===== config.mk =====
export PLATFORM = sky130hd
export DESIGN_NAME = axil_ram
export DESIGN_NICKNAME = d
export VERILOG_FILES = /design/src/axil_ram_pkg.sv /design/src/ram_wr_if.sv /design/src/axil_ram.sv /design/src/line_ram.sv /design/src/read_path.sv /design/src/req_fifo.sv /design/src/write_path.sv
export SDC_FILE = /design/constraint.sdc
export NUM_CORES = 2
export LEC_CHECK = 0
export BUFFER_PORTS_ARGS = -buffer_cell sky130_fd_sc_hd__buf_2
export CORE_MARGIN = 4
export CORE_UTILIZATION = 30
export DETAILED_ROUTE_END_ITERATION = 16
export SKIP_LAST_GASP = 1
export SLEW_MARGIN = 5
export SYNTH_ARGS = -nofsm -noshare
export SYNTH_HDL_FRONTEND = slang
export SYNTH_SLANG_ARGS = --single-unit

===== constraint.sdc =====
create_clock -name aclk -period 10.8 [get_ports aclk]
set_input_delay 2.16 -clock aclk [delete_from_list [all_inputs] [get_ports aclk]]
set_output_delay 2.16 -clock aclk [all_outputs]
set_load 0.02 [all_outputs]

===== src/axil_ram_pkg.sv =====
// Shared widths, parameter defaults and the RAM line type of the AXI4-lite line RAM
// Imported with a wildcard by every design unit that needs one of these names

`default_nettype none

package axil_ram_pkg;

    ////////////////////////////////////////
    // Defaults for the module parameters
    ////////////////////////////////////////

    // Byte address width
    localparam int ADDR_W       = 8;
    localparam int ID_W         = 4;
    // Depth of every request FIFO
    localparam int OSTD_REQ_NUM = 4;

    ////////////////////////////////////////
    // Fixed geometry
    ////////////////////////////////////////

    localparam int DATA_W     = 32;
    localparam int STRB_W     = DATA_W / 8;
    localparam int LINE_W     = 128;
    localparam int LANES      = LINE_W / DATA_W;
    localparam int LINE_BYTES = LINE_W / 8;
    localparam int LANE_SEL_W = $clog2(LANES);
    // Line index sits above the byte offset inside a line
    localparam int LINE_SEL_W = ADDR_W - $clog2(LINE_BYTES);

    // One RAM line
    // Word view picks a lane on reads, byte view takes strobed writes
    typedef union packed {
        logic [LANES-1:0][DATA_W-1:0] words;
        logic [LINE_BYTES-1:0][7:0]   bytes;
    } ram_line_u;

endpackage

`default_nettype wire


===== src/ram_wr_if.sv =====
// Write commit bus from the write path to the line RAM
// The write path drives it as src, the RAM samples it as dst

`timescale 1ns/1ps
`default_nettype none

interface ram_wr_if
    import axil_ram_pkg::*;
#(
    parameter int ADDR_W = axil_ram_pkg::ADDR_W
);

    // One-cycle commit strobe
    logic              wr_en;
    // Byte address, selects line and lane
    logic [ADDR_W-1:0] wr_addr;
    logic [DATA_W-1:0] wr_data;
    logic [STRB_W-1:0] wr_strb;

    modport src (output wr_en, output wr_addr, output wr_data, output wr_strb);

    modport dst (input wr_en, input wr_addr, input wr_data, input wr_strb);

endinterface

`default_nettype wire


===== src/axil_ram.sv =====
// AXI4-lite RAM top level with wide internal lines
// Connects the write path, the read path and the line memory

`timescale 1ns/1ps
`default_nettype none

module axil_ram
    import axil_ram_pkg::*;
#(
    parameter int ADDR_W       = axil_ram_pkg::ADDR_W,
    parameter int ID_W         = axil_ram_pkg::ID_W,
    parameter int OSTD_REQ_NUM = axil_ram_pkg::OSTD_REQ_NUM
) (
    input  logic              aclk,
    input  logic              aresetn,
    // Write address
    input  logic              awvalid,
    output logic              awready,
    input  logic [ADDR_W-1:0] awaddr,
    input  logic [ID_W-1:0]   awid,
    // Write data
    input  logic              wvalid,
    output logic              wready,
    input  logic [DATA_W-1:0] wdata,
    input  logic [STRB_W-1:0] wstrb,
    // Write response
    output logic              bvalid,
    input  logic              bready,
    output logic [ID_W-1:0]   bid,
    // Read address
    input  logic              arvalid,
    output logic              arready,
    input  logic [ADDR_W-1:0] araddr,
    input  logic [ID_W-1:0]   arid,
    // Read data
    output logic              rvalid,
    input  logic              rready,
    output logic [ID_W-1:0]   rid,
    output logic [DATA_W-1:0] rdata
);

    logic [ADDR_W-1:0] rd_addr;
    logic [DATA_W-1:0] rd_data;

    ram_wr_if #(.ADDR_W (ADDR_W)) wr_bus ();

    ////////////////////////////////////////
    // Request queues and responses
    ////////////////////////////////////////

    write_path #(
        .ADDR_W       (ADDR_W),
        .ID_W         (ID_W),
        .OSTD_REQ_NUM (OSTD_REQ_NUM)
    ) u_write_path (
        .aclk    (aclk),
        .aresetn (aresetn),
        .awvalid (awvalid),
        .awready (awready),
        .awaddr  (awaddr),
        .awid    (awid),
        .wvalid  (wvalid),
        .wready  (wready),
        .wdata   (wdata),
        .wstrb   (wstrb),
        .bvalid  (bvalid),
        .bready  (bready),
        .bid     (bid),
        .wr      (wr_bus.src)
    );

    read_path #(
        .ADDR_W       (ADDR_W),
        .ID_W         (ID_W),
        .OSTD_REQ_NUM (OSTD_REQ_NUM)
    ) u_read_path (
        .aclk    (aclk),
        .aresetn (aresetn),
        .arvalid (arvalid),
        .arready (arready),
        .araddr  (araddr),
        .arid    (arid),
        .rvalid  (rvalid),
        .rready  (rready),
        .rid     (rid),
        .rdata   (rdata),
        .rd_addr (rd_addr),
        .rd_data (rd_data)
    );

    ////////////////////////////////////////
    // Memory
    ////////////////////////////////////////

    line_ram #(
        .ADDR_W (ADDR_W)
    ) u_line_ram (
        .aclk    (aclk),
        .wr      (wr_bus.dst),
        .rd_addr (rd_addr),
        .rd_data (rd_data)
    );

endmodule

`default_nettype wire


===== src/line_ram.sv =====
// Wide-line memory with 32-bit lanes inside 128-bit lines
// Strobed writes from the commit bus, combinational lane reads

`timescale 1ns/1ps
`default_nettype none

module line_ram
    import axil_ram_pkg::*;
#(
    parameter int ADDR_W = axil_ram_pkg::ADDR_W
) (
    input  logic              aclk,
    ram_wr_if.dst             wr,
    input  logic [ADDR_W-1:0] rd_addr,
    output logic [DATA_W-1:0] rd_data
);

    // Byte offset inside a word, then lane, then line
    localparam int WORD_OFF_W = $clog2(STRB_W);
    localparam int LINE_OFF_W = WORD_OFF_W + LANE_SEL_W;

    ram_line_u mem [2**LINE_SEL_W];

    logic [LINE_SEL_W-1:0] wr_line;
    logic [LANE_SEL_W-1:0] wr_lane;
    logic [LINE_SEL_W-1:0] rd_line;
    logic [LANE_SEL_W-1:0] rd_lane;
    ram_line_u             rd_word_line;

    assign wr_line = wr.wr_addr[LINE_OFF_W +: LINE_SEL_W];
    assign wr_lane = wr.wr_addr[WORD_OFF_W +: LANE_SEL_W];
    assign rd_line = rd_addr[LINE_OFF_W +: LINE_SEL_W];
    assign rd_lane = rd_addr[WORD_OFF_W +: LANE_SEL_W];

    ////////////////////////////////////////
    // Write port
    ////////////////////////////////////////

    // Only strobed bytes of the selected lane change
    always_ff @(posedge aclk) begin
        if (wr.wr_en) begin
            for (int b = 0; b < STRB_W; b++) begin
                if (wr.wr_strb[b]) begin
                    mem[wr_line].bytes[wr_lane * STRB_W + b] <= wr.wr_data[8*b +: 8];
                end
            end
        end
    end

    ////////////////////////////////////////
    // Read port
    ////////////////////////////////////////

    assign rd_word_line = mem[rd_line];
    assign rd_data      = rd_word_line.words[rd_lane];

endmodule

`default_nettype wire


===== src/read_path.sv =====
// AXI4-lite read side that queues AR requests and answers the oldest one
// with the addressed RAM word and its ID, in order

`timescale 1ns/1ps
`default_nettype none

module read_path
    import axil_ram_pkg::*;
#(
    parameter int ADDR_W       = axil_ram_pkg::ADDR_W,
    parameter int ID_W         = axil_ram_pkg::ID_W,
    parameter int OSTD_REQ_NUM = axil_ram_pkg::OSTD_REQ_NUM
) (
    input  logic              aclk,
    input  logic              aresetn,
    input  logic              arvalid,
    output logic              arready,
    input  logic [ADDR_W-1:0] araddr,
    input  logic [ID_W-1:0]   arid,
    output logic              rvalid,
    input  logic              rready,
    output logic [ID_W-1:0]   rid,
    output logic [DATA_W-1:0] rdata,
    output logic [ADDR_W-1:0] rd_addr,
    input  logic [DATA_W-1:0] rd_data
);

    logic ar_full;
    logic ar_empty;

    ////////////////////////////////////////
    // Request queue
    ////////////////////////////////////////

    assign arready = !ar_full;

    req_fifo #(
        .WIDTH (ID_W + ADDR_W),
        .DEPTH (OSTD_REQ_NUM)
    ) u_ar_fifo (
        .aclk     (aclk),
        .aresetn  (aresetn),
        .push     (arvalid && arready),
        .data_in  ({arid, araddr}),
        .full     (ar_full),
        .pull     (rvalid && rready),
        .data_out ({rid, rd_addr}),
        .empty    (ar_empty)
    );

    ////////////////////////////////////////
    // Response
    ////////////////////////////////////////

    // Head address looks up the RAM combinationally, so data
    // is ready the cycle after the request lands in the queue
    assign rvalid = !ar_empty;
    assign rdata  = rd_data;

    // Head stays put while the master stalls
    r_hold: assert property (@(posedge aclk) disable iff (!aresetn)
        rvalid && !rready |=> rvalid && $stable(rid));

endmodule

`default_nettype wire


===== src/req_fifo.sv =====
// Single-clock circular FIFO for accepted AXI requests
// Head entry is always visible on data_out while not empty

`timescale 1ns/1ps
`default_nettype none

module req_fifo #(
    parameter int WIDTH = 8,
    parameter int DEPTH = 4
) (
    input  logic             aclk,
    input  logic             aresetn,
    input  logic             push,
    input  logic [WIDTH-1:0] data_in,
    output logic             full,
    input  logic             pull,
    output logic [WIDTH-1:0] data_out,
    output logic             empty
);

    localparam int PTR_W = (DEPTH > 1) ? $clog2(DEPTH) : 1;
    localparam int CNT_W = $clog2(DEPTH + 1);

    logic [WIDTH-1:0] mem [DEPTH];
    logic [PTR_W-1:0] wr_ptr;
    logic [PTR_W-1:0] rd_ptr;
    logic [CNT_W-1:0] count;

    // Wrap explicitly so a depth that is not a power of two still works
    function automatic logic [PTR_W-1:0] next_ptr(input logic [PTR_W-1:0] ptr);
        if (ptr == PTR_W'(DEPTH - 1)) begin
            return '0;
        end
        return ptr + 1'b1;
    endfunction

    ////////////////////////////////////////
    // Pointers and occupancy
    ////////////////////////////////////////

    always_ff @(posedge aclk or negedge aresetn) begin
        if (!aresetn) begin
            wr_ptr <= '0;
            rd_ptr <= '0;
            count  <= '0;
        end else begin
            if (push) begin
                wr_ptr <= next_ptr(wr_ptr);
            end
            if (pull) begin
                rd_ptr <= next_ptr(rd_ptr);
            end
            case ({push, pull})
                2'b10:   count <= count + 1'b1;
                2'b01:   count <= count - 1'b1;
                default: count <= count;
            endcase
        end
    end

    // Storage
    always_ff @(posedge aclk) begin
        if (push) begin
            mem[wr_ptr] <= data_in;
        end
    end

    assign data_out = mem[rd_ptr];
    assign full     = (count == CNT_W'(DEPTH));
    assign empty    = (count == '0);

    // Owners gate push with full and pull with empty
    no_push_full: assert property (@(posedge aclk) disable iff (!aresetn)
        push |-> !full);

    no_pull_empty: assert property (@(posedge aclk) disable iff (!aresetn)
        pull |-> !empty);

endmodule

`default_nettype wire


===== src/write_path.sv =====
// AXI4-lite write side that queues AW and W beats, pairs them into RAM commits
// and returns one B response per commit with the request's ID

`timescale 1ns/1ps
`default_nettype none

module write_path
    import axil_ram_pkg::*;
#(
    parameter int ADDR_W       = axil_ram_pkg::ADDR_W,
    parameter int ID_W         = axil_ram_pkg::ID_W,
    parameter int OSTD_REQ_NUM = axil_ram_pkg::OSTD_REQ_NUM
) (
    input  logic              aclk,
    input  logic              aresetn,
    input  logic              awvalid,
    output logic              awready,
    input  logic [ADDR_W-1:0] awaddr,
    input  logic [ID_W-1:0]   awid,
    input  logic              wvalid,
    output logic              wready,
    input  logic [DATA_W-1:0] wdata,
    input  logic [STRB_W-1:0] wstrb,
    output logic              bvalid,
    input  logic              bready,
    output logic [ID_W-1:0]   bid,
    ram_wr_if.src             wr
);

    logic              aw_full;
    logic              aw_empty;
    logic [ADDR_W-1:0] aw_addr_head;
    logic [ID_W-1:0]   aw_id_head;
    logic              w_full;
    logic              w_empty;
    logic [DATA_W-1:0] w_data_head;
    logic [STRB_W-1:0] w_strb_head;
    logic              commit;

    // Both channels stall together as soon as either queue fills
    assign awready = !aw_full && !w_full;
    assign wready  = awready;

    req_fifo #(
        .WIDTH (ID_W + ADDR_W),
        .DEPTH (OSTD_REQ_NUM)
    ) u_aw_fifo (
        .aclk     (aclk),
        .aresetn  (aresetn),
        .push     (awvalid && awready),
        .data_in  ({awid, awaddr}),
        .full     (aw_full),
        .pull     (commit),
        .data_out ({aw_id_head, aw_addr_head}),
        .empty    (aw_empty)
    );

    req_fifo #(
        .WIDTH (STRB_W + DATA_W),
        .DEPTH (OSTD_REQ_NUM)
    ) u_w_fifo (
        .aclk     (aclk),
        .aresetn  (aresetn),
        .push     (wvalid && wready),
        .data_in  ({wstrb, wdata}),
        .full     (w_full),
        .pull     (commit),
        .data_out ({w_strb_head, w_data_head}),
        .empty    (w_empty)
    );

    ////////////////////////////////////////
    // Commit and response
    ////////////////////////////////////////

    // Only one write in flight between the commit pulse and its response
    assign commit = !aw_empty && !w_empty && !bvalid && !wr.wr_en;

    always_ff @(posedge aclk or negedge aresetn) begin
        if (!aresetn) begin
            wr.wr_en <= 1'b0;
            bvalid   <= 1'b0;
        end else begin
            wr.wr_en <= commit;
            if (wr.wr_en) begin
                bvalid <= 1'b1;
            end else if (bready) begin
                bvalid <= 1'b0;
            end
        end
    end

    // Heads are captured at the commit edge while the FIFOs pop
    always_ff @(posedge aclk) begin
        if (commit) begin
            wr.wr_addr <= aw_addr_head;
            wr.wr_data <= w_data_head;
            wr.wr_strb <= w_strb_head;
            bid        <= aw_id_head;
        end
    end

    // Pending response holds until the master accepts it
    b_hold: assert property (@(posedge aclk) disable iff (!aresetn)
        bvalid && !bready |=> bvalid && $stable(bid));

endmodule

`default_nettype wire

==> run_results.csv <==
group,metric,value,unit
run_status,outcome,"finished, final reports clean",
critical_path,critPathRequiredTime,8.64,ns
critical_path,regToRegStartpoint,"u_write_path.wr.wr_en",
global_routing,grt_pass1_vias,48973,
clock_tree,cts_setup_buffers,0,
floorplanning,die_h,567,um
critical_path,critPathCaptureType,"primary output",
yosys,post-synth-top-count-cell,"edfxtp_1",
cells_and_area,area_delta_synth_final,12.8,%
clock_tree,clock_latency,0.88,ns
floorplanning,die_area,0.322,mm^2
routing,vias_per_cell,4.99,
floorplanning,dieWidth,567,um
sta,rsz0062_at_grt,"false",
worst_hold_path,hold_class,"register to register",
yosys,synth_top_area_share,74.2,%
critical_path,crit_family,"buffers and inverters",
critical_path,cp_max_fo,62,
critical_path,start_kind,"register",
sta,setup_tns,0,ns
critical_path,cpPeakStageDelay,1.04,ns
critical_path,r2r_setup_slack,7.22,ns
cells_and_area,final_util,34.0,%
global_routing,grt_max_degree,250,
routing,antenna_left,0,
worst_hold_path,min_to,"u_read_path.u_ar_fifo.count[0]",
sta,max_freq,120,MHz
yosys,synth.top_cells.by_area,"edfxtp_1 74%, a211oi_1 4.9%, mux2i_1 4.2%",
yosys,yosysWarnings,0,
clock_tree,cts.repair.resized,0,
place,hpwl,145000,um
critical_path,reg2reg_depth,4,
cells_and_area,nFillCells,29521,
pwr,vdd.ir_drop.worst,0.399,mV
routing,wl_per_cell,23.7,um
critical_path,crit_top_cell,"buf_4",
worst_hold_path,hp-start,"u_read_path.u_ar_fifo.count[0]",
routing,routed_wl,238000,um
global_routing,grt_usage,14.2,%
place,place_ws,3.26,ns
sta,period_minus_slack,8.30,ns
routing,drt-initial-drc-count,5108,
yosys,synth_common_cells,"2,318 x edfxtp_1, 616 x a211oi_1, 517 x nor2b_1",
sta,finClkSkew,0.0719,ns
cells_and_area,drive_gt1_share,14.2,%
sta,post-route-period-util,76.9,%
yosys,syn_nets,5770,
clock_tree,htreeDepth,4,
clock_tree,cts_sinks,2341,
yosys,synth-edff-count,2318,
global_routing,grt_antenna_before_repair,34,
yosys,ys_seq_elements,2341,
yosys,synth_top_area_cell,"edfxtp_1",
clock_tree,cts_tree,"built",
yosys,synth-seq-area-share,74.8,%
global_routing,grt_pass1_wl,341000,um
sta,max_slew.worst_pin.slew,1.28,ns
sta,max-slew-margin-rel,14.7,%
yosys,async_reset_ff_share,0.982,%
routing,via_count,50108,
critical_path,crit_slowest_cell,"mux4_4",
yosys,syn_avg_cell_area,16.5,um^2
critical_path,path_buf_inv,4,
critical_path,cp.arrival,6.14,ns
sta,setup_viol,0,
place,port_buffers,107,
critical_path,crit_type,"register to primary output",
yosys,netlist_area,0.0938,mm^2
floorplanning,start_util,30.1,%
clock_tree,cts_root_buf,"clkbuf_16",
floorplanning,rows,205,
worst_hold_path,worstHoldPathCells,1,
clock_tree,cts-hold-fix-buffers,0,
pwr,powerDensity,293,mW/mm^2
pwr,p_leak,32.8,nW
place,place_congestion,0.811,
floorplanning,ioPinCount,112,
routing,route.detailed.drc,0,
sta,slew_viol_final,0,
cells_and_area,nNetsFinal,5800,
critical_path,crit_chain,"mux4_4 -> buf_4 -> buf_4 -> mux2_2 -> nor2_1 -> a211oi_1 -> nor4_2 -> o211ai_1 -> buf_4 -> buf_2",
pwr,total_power,0.0310,W
clock_tree,clkTransAtPathRegs,0.07,ns
clock_tree,ctsLongestPathBuffers,3,
run,max_cap_violations,0,
routing,detail_route.first_pass.iterations,5,
sta,hold_viol,0,
global_routing,overflow,0,
clock_tree,numCtsBuffers,222,
yosys,yosysUniqueCellTypes,42,
floorplanning,core_area,0.312,mm^2
critical_path,r2r_end,"u_line_ram.mem[0][87]",
yosys,synthCells,5682,
sta,setup_ws,2.50,ns
yosys,yosys_most_used_dff,"edfxtp_1",
## power breakdown
group / internal, W / total (W) / leakage [nW] / switching (W)
registers: 0.0118 / 0.0122 / 21.2 / 0.000335
logic: 0.00299 / 0.0111 / 8.12 / 0.00814
clock network: 0.00435 / 0.00774 / 3.48 / 0.00339
total: 0.0192 / 0.0310 / 32.8 / 0.0119
## registers in the layout, summed over array words and instances (netlist names), 3 cells and up
register	flops
u_line_ram.mem	2048
u_read_path.u_ar_fifo.count	3
u_read_path.u_ar_fifo.mem	40
u_write_path.bid	4
u_write_path.u_aw_fifo.count	3
u_write_path.u_aw_fifo.mem	40
u_write_path.u_w_fifo.count	3
u_write_path.u_w_fifo.mem	144
u_write_path.wr.wr_addr	6
u_write_path.wr.wr_data	32
u_write_path.wr.wr_strb	4
## cells by family (layout without fill, tap and decap cells)
logic type	Yosys count	after routing	share of synthesized area, %
flops	2341	2341	74.8
simple gates	1190	1190	6.81
compound gates	1064	1064	8.04
mux	647	647	7.92
buf+inv	410	624	2.02
fa+ha+maj	21	21	0.304
xor+xnor	9	9	0.0840
other cells	0	11	0
## worst max path at each step
| stage | slack [ns] | endpoint | start | cells after the start |
|---|---|---|---|---|
| 2_1_floorplan | 3.61 | u_write_path.u_w_fifo.count[2] | u_write_path.bvalid | 7 |
| 3_3_place_gp | 3.28 | rdata[8] | u_read_path.u_ar_fifo.rd_ptr[0] | 10 |
| 3_5_place_dp | 3.26 | rdata[8] | u_read_path.u_ar_fifo.rd_ptr[0] | 10 |
| 4_1_cts | 2.29 | rdata[8] | u_read_path.u_ar_fifo.rd_ptr[0] | 10 |
| 5_1_grt | 2.09 | rdata[8] | u_read_path.u_ar_fifo.rd_ptr[0] | 10 |
| 6_report | 2.50 | rdata[8] | u_read_path.u_ar_fifo.rd_ptr[0] | 10 |
## final cells by class
cell class | count | area (um^2) | area share (%)
Clock buffer | 283 | 5780 | 5.46
Clock inverter | 125 | 1410 | 1.33
Antenna cell | 11 | 27.5 | 0.0260
Timing Repair Buffer | 199 | 1310 | 1.24
Tap cell | 4140 | 5180 | 4.89
Multi-Input combinational cell | 2931 | 21900 | 20.7
Inverter | 17 | 63.8 | 0.0603
Sequential cell | 2341 | 70200 | 66.3
## placed cells by master (no fill, tap or decap), types with 17 or more instances in the layout
master	synthesis	final
mux2i_1	389	389
o221ai_1	32	32
nor4_2	24	25
nand2_1	134	124
nand3_1	40	34
a31oi_1	32	32
a211oi_2	24	24
ha_1	18	18
o21ai_0	221	221
edfxtp_1	2318	2318
nor2b_1	517	516
mux2_2	202	201
buf_4	11	85
and3_1	46	42
clkinv_2	0	32
dfrtp_1	23	22
nor2_1	333	330
inv_1	17	17
mux4_2	56	52
a22oi_1	32	32
nand4_1	65	65
clkbuf_1	228	61
o211ai_1	96	96
buf_2	115	107
clkinv_1	0	46
a211oi_1	616	616
clkbuf_16	0	222
bufinv_16	0	23
## layer usage
layer | up-vias | routed length, um | global-route usage, %
li1 | 22402 | - | -
met1 | 25717 | 103000 | 19.6
met4 | 28 | 5680 | 3.76
met3 | 337 | 17000 | 2.75
met2 | 1624 | 112000 | 23.0
met5 | - | 187 | 0
## per-stage QoR
step	hold slack, ns	std cells	cell area, um^2
global route	0.522	10044	106000
floorplan	0.458	5682	93800
detailed placement	0.485	9628	98600
finish	0.496	10047	106000
CTS	0.496	10036	106000
global placement	0.475	9628	98600
Note: power is estimated with default switching activity, not from simulation.
